==> src/sched_pkg.sv <==
// Shared widths, the queue item and AXI4-Lite channel structs,
// register offsets and response codes of the queue scheduler
`default_nettype none

package sched_pkg;

  // Datapath widths
  localparam int DATA_W  = 32;
  localparam int MAX_Q   = 8;
  localparam int QID_W   = 3;
  // AXI4-Lite widths
  localparam int AXIL_AW = 8;
  localparam int AXIL_DW = 32;

  // Egress item, tag on top
  typedef struct packed {
    logic [QID_W-1:0]  qid;
    logic [DATA_W-1:0] data;
  } sched_item_t;

  // Master-driven AXI4-Lite signals
  typedef struct packed {
    logic                 awvalid;
    logic [AXIL_AW-1:0]   awaddr;
    logic                 wvalid;
    logic [AXIL_DW-1:0]   wdata;
    logic [AXIL_DW/8-1:0] wstrb;
    logic                 bready;
    logic                 arvalid;
    logic [AXIL_AW-1:0]   araddr;
    logic                 rready;
  } axil_req_t;

  // Slave-driven AXI4-Lite signals
  typedef struct packed {
    logic               awready;
    logic               wready;
    logic               bvalid;
    logic [1:0]         bresp;
    logic               arready;
    logic               rvalid;
    logic [AXIL_DW-1:0] rdata;
    logic [1:0]         rresp;
  } axil_rsp_t;

  // Register map, counters at a 4 byte stride
  localparam logic [AXIL_AW-1:0] REG_CTRL      = 8'h00;
  localparam logic [AXIL_AW-1:0] REG_STATUS    = 8'h04;
  localparam logic [AXIL_AW-1:0] REG_GCNT_BASE = 8'h10;

  localparam logic [1:0] RESP_OKAY   = 2'b00;
  localparam logic [1:0] RESP_SLVERR = 2'b10;

endpackage

`default_nettype wire

==> src/rr_arbiter.sv <==
// Round-robin arbiter core
// Last-granted pointer, wrapping search above it, pointer update on strobe
`timescale 1ns/10ps
`default_nettype none

module rr_arbiter #(
  parameter int NUM_REQS = 4,
  parameter int IDX_W    = (NUM_REQS > 1) ? $clog2(NUM_REQS) : 1
) (
  input  wire logic                clk,
  input  wire logic                arst_n,
  input  wire logic [NUM_REQS-1:0] reqs,
  input  wire logic                update,
  output logic                     winner_v,
  output logic [IDX_W-1:0]         winner
);

  // Index of the most recently granted request
  logic [IDX_W-1:0] last_ptr;

  // --------------------------------------------------------------------------
  // Winner search
  // --------------------------------------------------------------------------
  // Start one above the pointer, wrap at NUM_REQS
  // First hit wins, so the last grant sits at the bottom
  always_comb begin
    int unsigned idx;
    winner_v = 1'b0;
    winner   = '0;
    for (int i = 1; i <= NUM_REQS; i++) begin
      idx = int'(last_ptr) + i;
      if (idx >= NUM_REQS) begin
        idx = idx - NUM_REQS;
      end
      if (!winner_v && reqs[idx]) begin
        winner_v = 1'b1;
        winner   = IDX_W'(idx);
      end
    end
  end

  // --------------------------------------------------------------------------
  // Pointer update
  // --------------------------------------------------------------------------
  // Reset value puts request 0 at top priority
  always_ff @(posedge clk or negedge arst_n) begin
    if (!arst_n) begin
      last_ptr <= IDX_W'(NUM_REQS - 1);
    end else if (update && winner_v) begin
      // Current winner drops to lowest priority
      last_ptr <= winner;
    end
  end

endmodule

`default_nettype wire

==> src/fair_arb.sv <==
// Fair arbiter
// Wraps the round-robin core and decodes its winner index to a one-hot grant
`timescale 1ns/10ps
`default_nettype none

module fair_arb #(
  parameter int LINES = 4
) (
  input  wire logic             clk,
  input  wire logic             arst_n,
  input  wire logic [LINES-1:0] req,
  input  wire logic             update,
  output logic      [LINES-1:0] gnt
);

  localparam int LOG2LINES = (LINES > 1) ? $clog2(LINES) : 1;

  logic                 winner_v;
  logic [LOG2LINES-1:0] winner;

  rr_arbiter #(
    .NUM_REQS (LINES),
    .IDX_W    (LOG2LINES)
  ) rr_arb_i (
    .clk      (clk),
    .arst_n   (arst_n),
    .reqs     (req),
    .update   (update),
    .winner_v (winner_v),
    .winner   (winner)
  );

  generate
    if (LINES == 1) begin : g_one
      // Single line, the valid flag is the grant
      assign gnt = winner_v;
    end else begin : g_multi
      // Binary to one-hot, zero when nothing wins
      assign gnt = winner_v ? (LINES'(1) << winner) : '0;
    end
  endgenerate

  // Exactly one grant whenever any line requests
  a_gnt_onehot : assert property (@(posedge clk) disable iff (!arst_n)
    (|req) |-> $onehot(gnt));

  // Never grant a line that is not requesting
  a_gnt_in_req : assert property (@(posedge clk) disable iff (!arst_n) (gnt & ~req) == '0);

endmodule

`default_nettype wire

==> src/ingress_fifo.sv <==
// Single-clock ingress FIFO for one queue
// Circular buffer, registered pointers and count, head shown while not empty
`timescale 1ns/10ps
`default_nettype none

module ingress_fifo import sched_pkg::*; #(
  parameter int DEPTH = 8,
  parameter int PTR_W = (DEPTH > 1) ? $clog2(DEPTH) : 1,
  parameter int CNT_W = $clog2(DEPTH + 1)
) (
  input  wire logic              clk,
  input  wire logic              arst_n,
  input  wire logic              push_valid,
  input  wire logic [DATA_W-1:0] push_data,
  output logic                   push_ready,
  input  wire logic              pop,
  output logic      [DATA_W-1:0] head_data,
  output logic                   not_empty,
  output logic      [CNT_W-1:0]  level
);

  logic [DATA_W-1:0] mem [DEPTH];
  logic [PTR_W-1:0]  wr_ptr;
  logic [PTR_W-1:0]  rd_ptr;
  logic [CNT_W-1:0]  count;
  logic              wr_en;

  // Flags straight from the count
  assign push_ready = (count != CNT_W'(DEPTH));
  assign not_empty  = (count != '0);
  assign level      = count;
  assign head_data  = mem[rd_ptr];
  assign wr_en      = push_valid && push_ready;

  // Storage
  always_ff @(posedge clk) begin
    if (wr_en) begin
      mem[wr_ptr] <= push_data;
    end
  end

  // Pointers wrap at DEPTH, which need not be a power of two
  always_ff @(posedge clk or negedge arst_n) begin
    if (!arst_n) begin
      wr_ptr <= '0;
      rd_ptr <= '0;
      count  <= '0;
    end else begin
      if (wr_en) begin
        wr_ptr <= (wr_ptr == PTR_W'(DEPTH - 1)) ? '0 : wr_ptr + 1'b1;
      end
      if (pop) begin
        rd_ptr <= (rd_ptr == PTR_W'(DEPTH - 1)) ? '0 : rd_ptr + 1'b1;
      end
      count <= count + CNT_W'(wr_en) - CNT_W'(pop);
    end
  end

  // Dispatcher pops only a visible entry
  a_no_underflow : assert property (@(posedge clk) disable iff (!arst_n) pop |-> not_empty);

  // Count never runs past the buffer
  a_no_overflow : assert property (@(posedge clk) disable iff (!arst_n) count <= CNT_W'(DEPTH));

endmodule

`default_nettype wire

==> src/egress_dispatch.sv <==
// Egress dispatch
// Load condition, tagged head mux, egress register with back-pressure hold,
// pop, arbiter update and grant counter pulses
`timescale 1ns/10ps
`default_nettype none

module egress_dispatch import sched_pkg::*; #(
  parameter int NUM_Q = 4
) (
  input  wire logic                          clk,
  input  wire logic                          arst_n,
  input  wire logic [NUM_Q-1:0]              gnt,
  input  wire logic [NUM_Q-1:0][DATA_W-1:0]  head_data,
  input  wire logic                          out_ready,
  output sched_item_t                        out_item,
  output logic                               out_valid,
  output logic      [NUM_Q-1:0]              pop,
  output logic                               arb_update,
  output logic      [NUM_Q-1:0]              grant_pulse
);

  logic        load;
  sched_item_t sel_item;

  // --------------------------------------------------------------------------
  // Load condition
  // --------------------------------------------------------------------------
  // Register free or draining this cycle, and someone granted
  assign load = (|gnt) && (!out_valid || out_ready);

  // All side effects of a load come from the same strobe
  assign pop         = load ? gnt : '0;
  assign grant_pulse = load ? gnt : '0;
  assign arb_update  = load;

  // --------------------------------------------------------------------------
  // Tagged head mux
  // --------------------------------------------------------------------------
  // Grant is one-hot so at most one branch hits
  always_comb begin
    sel_item = '0;
    for (int k = 0; k < NUM_Q; k++) begin
      if (gnt[k]) begin
        sel_item.qid  = QID_W'(k);
        sel_item.data = head_data[k];
      end
    end
  end

  // --------------------------------------------------------------------------
  // Egress register
  // --------------------------------------------------------------------------
  always_ff @(posedge clk or negedge arst_n) begin
    if (!arst_n) begin
      out_valid <= 1'b0;
    end else if (load) begin
      out_valid <= 1'b1;
    end else if (out_ready) begin
      // Transfer done, nothing to refill
      out_valid <= 1'b0;
    end
  end

  // Payload only, qualified by out_valid
  always_ff @(posedge clk) begin
    if (load) begin
      out_item <= sel_item;
    end
  end

  // Stalled item stays put and stays valid
  a_hold_stalled : assert property (@(posedge clk) disable iff (!arst_n)
    out_valid && !out_ready |=> out_valid && $stable(out_item));

endmodule

`default_nettype wire

==> src/sched_csr.sv <==
// AXI4-Lite register block of the scheduler
// Write and read channel FSMs, queue enable mask, per-queue grant counters,
// non-empty status readback
`timescale 1ns/10ps
`default_nettype none

module sched_csr import sched_pkg::*; #(
  parameter int NUM_Q = 4
) (
  input  wire logic             clk,
  input  wire logic             arst_n,
  input  wire axil_req_t        axil_req,
  output axil_rsp_t             axil_rsp,
  input  wire logic [NUM_Q-1:0] not_empty,
  input  wire logic [NUM_Q-1:0] grant_pulse,
  output logic      [NUM_Q-1:0] ctrl_enable
);

  // Write channel
  logic                     wr_rdy;
  logic                     wr_fire;
  logic                     bvalid_q;
  logic [1:0]               bresp_q;
  logic                     wr_err;
  int                       wr_gcnt_idx;
  logic [AXIL_DW-1:0]       ctrl_merged;
  logic [NUM_Q-1:0]         gcnt_clr;
  // Read channel
  logic                     rd_rdy;
  logic                     rd_fire;
  logic                     rvalid_q;
  logic [1:0]               rresp_q;
  logic [AXIL_DW-1:0]       rdata_q;
  logic                     rd_err;
  logic [AXIL_DW-1:0]       rd_data;
  int                       rd_gcnt_idx;
  // Grant counters
  logic [NUM_Q-1:0][31:0]   gcnt;

  // Counter index for a word-aligned counter offset, else -1
  function automatic int gcnt_index(input logic [AXIL_AW-1:0] addr);
    int idx;
    idx = -1;
    if (addr[1:0] == 2'b00 && addr >= REG_GCNT_BASE) begin
      if (int'(addr - REG_GCNT_BASE) < 4 * NUM_Q) begin
        idx = int'((addr - REG_GCNT_BASE) >> 2);
      end
    end
    return idx;
  endfunction

  // --------------------------------------------------------------------------
  // Write path
  // --------------------------------------------------------------------------
  // One write in flight, both ready lines pulse together
  assign wr_fire = wr_rdy && axil_req.awvalid && axil_req.wvalid;

  always_comb begin
    wr_gcnt_idx = gcnt_index(axil_req.awaddr);
    // STATUS is read-only, so only CTRL and counters decode
    wr_err      = !(axil_req.awaddr == REG_CTRL || wr_gcnt_idx >= 0);
    // Byte strobes applied over the current mask
    ctrl_merged = AXIL_DW'(ctrl_enable);
    for (int b = 0; b < AXIL_DW / 8; b++) begin
      if (axil_req.wstrb[b]) begin
        ctrl_merged[8*b +: 8] = axil_req.wdata[8*b +: 8];
      end
    end
    for (int k = 0; k < NUM_Q; k++) begin
      gcnt_clr[k] = wr_fire && (wr_gcnt_idx == k);
    end
  end

  always_ff @(posedge clk or negedge arst_n) begin
    if (!arst_n) begin
      wr_rdy      <= 1'b0;
      bvalid_q    <= 1'b0;
      ctrl_enable <= '1;
    end else begin
      wr_rdy <= axil_req.awvalid && axil_req.wvalid && !wr_rdy && !bvalid_q;
      if (wr_fire) begin
        bvalid_q <= 1'b1;
      end else if (axil_req.bready) begin
        bvalid_q <= 1'b0;
      end
      if (wr_fire && axil_req.awaddr == REG_CTRL) begin
        ctrl_enable <= ctrl_merged[NUM_Q-1:0];
      end
    end
  end

  always_ff @(posedge clk) begin
    if (wr_fire) begin
      bresp_q <= wr_err ? RESP_SLVERR : RESP_OKAY;
    end
  end

  // Clear beats a same-cycle increment
  always_ff @(posedge clk or negedge arst_n) begin
    if (!arst_n) begin
      gcnt <= '0;
    end else begin
      for (int k = 0; k < NUM_Q; k++) begin
        if (gcnt_clr[k]) begin
          gcnt[k] <= '0;
        end else if (grant_pulse[k]) begin
          gcnt[k] <= gcnt[k] + 32'd1;
        end
      end
    end
  end

  // --------------------------------------------------------------------------
  // Read path
  // --------------------------------------------------------------------------
  assign rd_fire = rd_rdy && axil_req.arvalid;

  always_comb begin
    rd_gcnt_idx = gcnt_index(axil_req.araddr);
    rd_err      = 1'b0;
    rd_data     = '0;
    if (axil_req.araddr == REG_CTRL) begin
      rd_data = AXIL_DW'(ctrl_enable);
    end else if (axil_req.araddr == REG_STATUS) begin
      rd_data = AXIL_DW'(not_empty);
    end else if (rd_gcnt_idx >= 0) begin
      rd_data = gcnt[rd_gcnt_idx];
    end else begin
      rd_err = 1'b1;
    end
  end

  always_ff @(posedge clk or negedge arst_n) begin
    if (!arst_n) begin
      rd_rdy   <= 1'b0;
      rvalid_q <= 1'b0;
    end else begin
      rd_rdy <= axil_req.arvalid && !rd_rdy && !rvalid_q;
      if (rd_fire) begin
        rvalid_q <= 1'b1;
      end else if (axil_req.rready) begin
        rvalid_q <= 1'b0;
      end
    end
  end

  always_ff @(posedge clk) begin
    if (rd_fire) begin
      rdata_q <= rd_data;
      rresp_q <= rd_err ? RESP_SLVERR : RESP_OKAY;
    end
  end

  // Response side of the bus
  assign axil_rsp.awready = wr_rdy;
  assign axil_rsp.wready  = wr_rdy;
  assign axil_rsp.bvalid  = bvalid_q;
  assign axil_rsp.bresp   = bresp_q;
  assign axil_rsp.arready = rd_rdy;
  assign axil_rsp.rvalid  = rvalid_q;
  assign axil_rsp.rdata   = rdata_q;
  assign axil_rsp.rresp   = rresp_q;

  // Responses wait for the master
  a_b_hold : assert property (@(posedge clk) disable iff (!arst_n)
    bvalid_q && !axil_req.bready |=> bvalid_q && $stable(bresp_q));
  a_r_hold : assert property (@(posedge clk) disable iff (!arst_n)
    rvalid_q && !axil_req.rready |=> rvalid_q && $stable(rdata_q) && $stable(rresp_q));

endmodule

`default_nettype wire

==> src/qsched_top.sv <==
// Ingress queue scheduler top level
// Per-queue FIFOs, fair arbiter, egress dispatch and AXI4-Lite register block
`timescale 1ns/10ps
`default_nettype none

module qsched_top import sched_pkg::*; #(
  parameter int NUM_Q      = 4,
  parameter int FIFO_DEPTH = 8
) (
  input  wire logic                         clk,
  input  wire logic                         arst_n,
  input  wire logic [NUM_Q-1:0]             push_valid,
  input  wire logic [NUM_Q-1:0][DATA_W-1:0] push_data,
  output logic      [NUM_Q-1:0]             push_ready,
  output sched_item_t                       out_item,
  output logic                              out_valid,
  input  wire logic                         out_ready,
  input  wire axil_req_t                    axil_req,
  output axil_rsp_t                         axil_rsp
);

  // Tag field must hold every queue number
  if (NUM_Q > MAX_Q || NUM_Q < 1) begin : g_bad_num_q
    $error("NUM_Q out of range");
  end

  logic [NUM_Q-1:0]             not_empty;
  logic [NUM_Q-1:0][DATA_W-1:0] head_data;
  logic [NUM_Q-1:0]             pop;
  logic [NUM_Q-1:0]             ctrl_enable;
  logic [NUM_Q-1:0]             eligible;
  logic [NUM_Q-1:0]             gnt;
  logic [NUM_Q-1:0]             grant_pulse;
  logic                         arb_update;

  // --------------------------------------------------------------------------
  // Per-queue ingress FIFOs
  // --------------------------------------------------------------------------
  for (genvar k = 0; k < NUM_Q; k++) begin : g_fifo
    ingress_fifo #(
      .DEPTH      (FIFO_DEPTH)
    ) fifo_i (
      .clk        (clk),
      .arst_n     (arst_n),
      .push_valid (push_valid[k]),
      .push_data  (push_data[k]),
      .push_ready (push_ready[k]),
      .pop        (pop[k]),
      .head_data  (head_data[k]),
      .not_empty  (not_empty[k]),
      .level      ()
    );
  end

  // Disabled queues keep their entries but do not compete
  assign eligible = not_empty & ctrl_enable;

  fair_arb #(
    .LINES  (NUM_Q)
  ) arb_i (
    .clk    (clk),
    .arst_n (arst_n),
    .req    (eligible),
    .update (arb_update),
    .gnt    (gnt)
  );

  egress_dispatch #(
    .NUM_Q       (NUM_Q)
  ) dispatch_i (
    .clk         (clk),
    .arst_n      (arst_n),
    .gnt         (gnt),
    .head_data   (head_data),
    .out_ready   (out_ready),
    .out_item    (out_item),
    .out_valid   (out_valid),
    .pop         (pop),
    .arb_update  (arb_update),
    .grant_pulse (grant_pulse)
  );

  sched_csr #(
    .NUM_Q       (NUM_Q)
  ) csr_i (
    .clk         (clk),
    .arst_n      (arst_n),
    .axil_req    (axil_req),
    .axil_rsp    (axil_rsp),
    .not_empty   (not_empty),
    .grant_pulse (grant_pulse),
    .ctrl_enable (ctrl_enable)
  );

endmodule

`default_nettype wire

==> config.mk <==
export PLATFORM = sky130hd
export DESIGN_NAME = qsched_top
export DESIGN_NICKNAME = d
export VERILOG_FILES = /design/src/sched_pkg.sv /design/src/rr_arbiter.sv /design/src/fair_arb.sv /design/src/ingress_fifo.sv /design/src/egress_dispatch.sv /design/src/sched_csr.sv /design/src/qsched_top.sv
export SDC_FILE = /design/constraint.sdc
export NUM_CORES = 2
export LEC_CHECK = 0
export BUFFER_PORTS_ARGS = -buffer_cell sky130_fd_sc_hd__buf_2
export CAP_MARGIN = 0
export CORE_ASPECT_RATIO = 1.2
export CORE_MARGIN = 2
export CORE_UTILIZATION = 55
export DETAILED_ROUTE_END_ITERATION = 6
export GPL_ROUTABILITY_DRIVEN = 1
export MAX_ROUTING_LAYER = met4
export PLACE_DENSITY = 0.73
export SYNTH_ARGS = -nofsm -noshare
export SYNTH_HDL_FRONTEND = slang
export SYNTH_SLANG_ARGS = --single-unit
==> constraint.sdc <==
create_clock -name clk -period 9.94 [get_ports clk]
set_input_delay 1.988 -clock clk [delete_from_list [all_inputs] [get_ports clk]]
set_output_delay 1.988 -clock clk [all_outputs]
set_load 0.01 [all_outputs]
==> Word level (Yosys, flattened, before mapping) <==
Memories as Yosys holds them, arrays and structs flattened.
Cells that the tools add are included.
{ "totals": {"mem_count": 4, "input_bits": 192, "ram_bits": 1024, "register_bits": 250} }
{ "op_classes": {"n_reduce_logical": 55, "n_shift": 1, "add_sub_neg": 30, "order_cmp": 15, "bitwise": 2, "n_eq_ne": 16, "muxes": 71} }
{ "mem_list": {"columns": ["name", "words", "word_bits", "rd", "rd_clocked_by_memory_dff", "write_ports", "line", "rtl"], "rows": [
  ["g_fifo[0].fifo_i.mem", 8, 32, 1, 0, 1, "ingress_fifo.sv:22", "logic [DATA_W-1:0] mem [DEPTH];"],
  ["g_fifo[1].fifo_i.mem", 8, 32, 1, 0, 1, "ingress_fifo.sv:22", null],
  ["g_fifo[2].fifo_i.mem", 8, 32, 1, 0, 1, "ingress_fifo.sv:22", null],
  ["g_fifo[3].fifo_i.mem", 8, 32, 1, 0, 1, "ingress_fifo.sv:22", null]
]} }
{ "op_table": {"columns": ["operator", "n"], "rows": [
  ["$mux 32", 20],
  ["$add 32x1->32 const B", 4],
  ["$lt 32x3->1 const B", 4],
  ["$mux 33", 2],
  ["$bmux 32 s2", 1],
  ["$eq 32x3->1 const B", 2],
  ["$ge 32x1->1 const B", 2],
  ["$lt 32x6->1 const B", 2],
  ["$eq 32x2->1 const B", 1],
  ["$ge 32x3->1 const B", 1],
  ["$logic_not 32->1", 1],
  ["$lt 32x4->1 const B", 1],
  ["$sub 32x3->32 const B", 1],
  ["$mux 1", 25],
  ["$add 3x1->3 const B", 8],
  ["$eq 3x3->1 const B", 8],
  ["$logic_and 1x1->1", 24],
  ["$mux 3", 8],
  ["$mux 4", 5],
  ["$sub 8x5->9 const B", 2],
  ["$add 4x1->4", 4],
  ["$ge 8x5->1 const B", 2],
  ["$logic_not 8->1", 2],
  ["$ne 4x4->1 const B", 4],
  ["23 further kinds", 56]
]} }

==> Longest topological paths before layout <==
{ "depth": {"word_depth": 22, "ltp_mapped": 15, "ltp_nobuf": 12} }

==> Hierarchy <==
Synthesis repeated with hierarchy kept, for this count alone.
{ "unflattened": {"hier_cells": 2864, "hier_area_um2": 52083.7} }
{ "by_module_without_submodules": {"columns": ["mod", "area_per_inst_um2", "cells_per_inst", "seq_area_each_um2", "n_inst"], "rows": [
  ["ingress_fifo at g_fifo[0].fifo_i ...", 10232.3, 494, 7937.6, 2],
  ["ingress_fifo at g_fifo[2].fifo_i ...", 10217.3, 425, 7937.6, 2],
  ["sched_csr", 8859.7, 830, 4429.2, 1],
  ["egress_dispatch", 2078.2, 170, 1046.0, 1],
  ["rr_arbiter", 183.9, 18, 52.6, 1],
  ["fair_arb", 37.5, 4, 0.0, 1],
  ["qsched_top", 25.0, 4, 0.0, 1]
]} }

==> Worst setup path before layout <==
OpenSTA, ideal clock, no wires.
{ "synth_path": {"path_kind": "input to register", "start": "in push_valid[0]", "end": "mem g_fifo[0].fifo_i.mem[0][0], enable pin", "setup_time_ns": 0.501, "setup_slack_ns": 4.198, "path_stages": 2, "n_path_buf": 0, "t_arrival_ns": 5.240, "cell_sequence": "nand2_1 -> nor4_1"} }
{ "synth_via": {"elab_chain_cells": 3} }
{ "synth_lines": {"columns": ["element", "line", "rtl"], "rows": [
  ["start, declared", "qsched_top.sv:12", "input wire logic [NUM_Q-1:0] push_valid,"],
  ["$logic_and 1x1->1", "ingress_fifo.sv:33", "assign wr_en = push_valid && push_ready;"],
  ["$mux 1", "ingress_fifo.sv:37", "if (wr_en) begin"],
  ["$mux 1 (not written as such)", "ingress_fifo.sv:38", "mem[wr_ptr] <= push_data;"],
  ["end, declared", "ingress_fifo.sv:22", null]
]} }
No other way between the ends.

==> flow_metrics.env <==
export IMPL_cts_buffer_depth=3
export IMPL_worstReg2RegStart="g_fifo[3].fifo_i.level[2]"
export IMPL_rsz_0062_raised_after_global_routing="no"
export IMPL_grt_use_total_pct=26.5
export IMPL_layout_area_seq_sq_um=37300
export IMPL_cts_made_buffers=117
export IMPL_multi_input_comb_area_sq_um=14700
export IMPL_io_pins=273
export IMPL_cts_repair_timing_setup_buffer_count=0
export IMPL_syn_area_sq_um=52700
export IMPL_vias_after_detailed_routing=28400
export IMPL_ys_flop_type="sky130_fd_sc_hd__edfxtp_1"
export IMPL_int_power_uw=10100
export IMPL_timing_critical_path_from_type="register"
export IMPL_max_cap_violations=0
export IMPL_final_setup_tns_ps=0
export IMPL_setup_viol=0
export IMPL_coreArea_sq_um=95100
export IMPL_wire_per_inst_microns=27.5
export IMPL_row_count=124
export IMPL_clockRootBuffer="sky130_fd_sc_hd__clkbuf_16"
export IMPL_edff_count_synth=1092
export IMPL_mostFrequentLayoutCell="sky130_fd_sc_hd__edfxtp_1"
export IMPL_path_common_cell="sky130_fd_sc_hd__buf_4"
export IMPL_source_of_the_worst_hold_timing_path="csr_i.rd_rdy"
export IMPL_numClockSinks=1271
export IMPL_setup_worst_path_class="reg2reg"
export IMPL_ctsResizeCount=0
export IMPL_finalMaxSlewViolations=0
export IMPL_swShare_pct=27.4
export IMPL_grt_start_max_net_pins=113
export IMPL_hold_viol_final=0
export IMPL_drt_pass1_iterations=5
export IMPL_cts_htree_levels=3
export IMPL_synth_cell_type_count=89
export IMPL_mostFrequentLayoutCells="sky130_fd_sc_hd__edfxtp_1, sky130_fd_sc_hd__mux4_2, sky130_fd_sc_hd__buf_2"
export IMPL_wl_microns=125000
export IMPL_tritoncts="done"
export IMPL_outcome="complete, no violations"
export IMPL_fmaxAchievable_mhz=224
export IMPL_grt_antenna_before_repair=35
export IMPL_holdPathEnd="csr_i.rd_rdy"
export IMPL_final_min_clock_period_ps=4470
export IMPL_die_w_microns=287
export IMPL_worst_skew_pair_late_latency_ps=720
export IMPL_timing_clock_skew_ps=39.9
export IMPL_netlist_instances=2914
export IMPL_route_detailed_vias_per_inst=6.22
export IMPL_die_area_sq_um=98400
export IMPL_worst_endpoint_arrival_ps=4920
export IMPL_timing_hold_worst_path_depth=1
export IMPL_power_frac_comb_pct=17.7
export IMPL_p_leak_uw=0.0198
export IMPL_synth_seq_cells=1271
export IMPL_place_gp_congestion=0.927
export IMPL_yosys_warnings=0
export IMPL_cp_required_ps=10390
export IMPL_vdd_drop_max_mv=0.194
export IMPL_grt_pass1_wl_microns=186000
export IMPL_r2r_end="dispatch_i.out_item[26]"
export IMPL_regToRegSetupSlack_ps=5470
export IMPL_power_sequential_fraction_pct=50.4
export IMPL_synth_seq_area_share_pct=70.7
export IMPL_period_share_pct=45.0
export IMPL_finalNetCount=3413
export IMPL_place_hpwl_microns=78100
export IMPL_drt_drc_violations_left=0
export IMPL_clock_power_share_pct=31.8
export IMPL_max_stage_delay_ps=670
export IMPL_worst_slew_pin_transition_ps=1180
export IMPL_path_cells="inv_1, ha_1, or3b_1, a22oi_4, a41o_1, buf_4, or2_2, buf_4, inv_2, mux2i_1, a32o_1"
export IMPL_grt_remaining_overflow=0
export IMPL_flow_area_growth_from_synthesis_pct=12.6
export IMPL_io_buffers=238
export IMPL_synth_area_per_cell_sq_um=18.1
export IMPL_drive_gt1_share_pct=27.8
export IMPL_worst_r2r_path_depth=11
export IMPL_hold_fix_buffers_at_cts=0
export IMPL_detail_route_iter0_violations=2905
export IMPL_postSynth_asyncResetShare_pct=14.1
export IMPL_n_fill_cell=6499
export IMPL_p_total_uw=13900
export IMPL_drt_antenna_violating_nets=0
export IMPL_power_net_switching_uw=3810
export IMPL_timing_hold_ws_ps=454
export IMPL_clk_pin_slew_ps=70
export IMPL_power_per_cell_area_nw_per_um2=234
export IMPL_crit_path_top_delay_cell="sky130_fd_sc_hd__or2_2"
export IMPL_worst_path_max_fanout=39
export IMPL_hold_path_class="reg2reg"
export IMPL_initial_utilization_pct=55.4
export IMPL_slew_headroom_pct=21.2
export IMPL_end_kind="register"
export IMPL_first_global_vias=28700
export IMPL_vert_die_dim_microns=343
flip-flops by register name (all words and copies together) (netlist names), 2 cells and up:
signal / count
arb_i.rr_arb_i.last_ptr: 2
csr_i.ctrl_enable: 4
csr_i.gcnt: 128
csr_i.rdata_q: 32
dispatch_i.out_item: 34
g_fifo.fifo_i.level: 16
g_fifo.fifo_i.mem: 1024
g_fifo.fifo_i.rd_ptr: 12
g_fifo.fifo_i.wr_ptr: 12
critical path: cells and delay by family, from the launching register on:
family	cells	cell delay (ps)
multiplexers	1	190
AO/OA/AOI/OAI	3	860
adder cells (fa/ha/maj)	1	160
AND/OR/NAND/NOR	2	1200
flip-flops	1	360
buffers and inverters	4	1400
metal layers:
layer	vias up	share of wire, %	global-route usage [%]	routed length (microns)
met5	-	0	-	0
met4	0	2.8	8.25	3490
met3	214	8.0	5.03	10100
met2	1191	52	43.8	65000
met1	14800	37	33.5	46800
li1	12200	-	-	-
per-stage QoR:
step | instances | utilization [%] | area (sq um) | setup WS (ps)
global route | 4554 | 62.4 | 59300 | 5320
detailed placement | 4310 | 58.3 | 55500 | 4890
global placement | 4310 | 58.3 | 55500 | 4950
floorplan | 2916 | - | 52700 | 4200
finish | 4564 | 62.4 | 59400 | 5470
CTS | 4530 | 62.3 | 59300 | 5470
Yosys cell counts, types with 15 or more instances:
cell type	number	area, sq um
sky130_fd_sc_hd__a21o_1	15	113
sky130_fd_sc_hd__a21oi_1	54	270
sky130_fd_sc_hd__a31oi_1	28	175
sky130_fd_sc_hd__and3_1	44	275
sky130_fd_sc_hd__buf_1	23	86.3
sky130_fd_sc_hd__buf_2	34	170
sky130_fd_sc_hd__clkbuf_1	91	342
sky130_fd_sc_hd__dfrtp_1	173	4330
sky130_fd_sc_hd__edfxtp_1	1092	32800
sky130_fd_sc_hd__ha_1	48	601
sky130_fd_sc_hd__inv_1	72	270
sky130_fd_sc_hd__mux2_2	66	743
sky130_fd_sc_hd__mux2i_1	135	1350
sky130_fd_sc_hd__mux4_2	286	6440
sky130_fd_sc_hd__nand2_1	93	349
sky130_fd_sc_hd__nand2b_1	15	93.8
sky130_fd_sc_hd__nand3_1	59	295
sky130_fd_sc_hd__nand4_1	29	181
sky130_fd_sc_hd__nor2_1	121	454
sky130_fd_sc_hd__nor3_1	79	395
sky130_fd_sc_hd__nor4_1	44	275
sky130_fd_sc_hd__o21ai_0	36	180
sky130_fd_sc_hd__or3_1	24	150
sky130_fd_sc_hd__xnor2_1	82	718
how the worst max path moves through the flow:
stage,from,to,slack [ps],cells past startpoint
finish,g_fifo[3].fifo_i.level[2],dispatch_i.out_item[26],5470,11
CTS,g_fifo[3].fifo_i.level[2],dispatch_i.out_item[26],5470,11
global placement,out_ready,g_fifo[1].fifo_i.level[1],4950,10
global route,g_fifo[3].fifo_i.level[2],dispatch_i.out_item[14],5320,11
floorplan,push_valid[0],g_fifo[0].fifo_i.mem[0][0],4200,2
detailed placement,out_ready,g_fifo[1].fifo_i.level[2],4890,10
final cells by class:
type	instances	share of cell area (%)
diodes	34	0.143
clock buffers	144	5.16
clock inverters	76	1.23
inverters	74	0.468
multi-input cells	1405	24.7
flip-flops and latches	1271	62.8
well taps	1260	2.66
repair buffers	300	2.81
power by group through the flow:
stage	Sequential [uW]	Combinational, uW	Clock, uW
after global routing	7060	2650	4700
after global placement	7040	2450	0
after CTS	7010	2530	4490
final	7010	2470	4430
after detailed placement	7110	2510	0
after floorplan	6990	1530	0
kinds of logic (layout without fill, tap and decap cells):
family | count (synthesis) | in the layout | share of synthesized area [%]
compound gates | 206 | 206 | 2.77
flops | 1271 | 1271 | 70.7
buf+inv | 240 | 594 | 1.95
simple gates | 564 | 564 | 5.53
xor+xnor | 91 | 91 | 1.51
other cells | 1 | 37 | 0.00711
fa+ha+maj | 52 | 52 | 1.29
mux | 489 | 489 | 16.2
No activity file was read; power rests on OpenSTA's default activity.
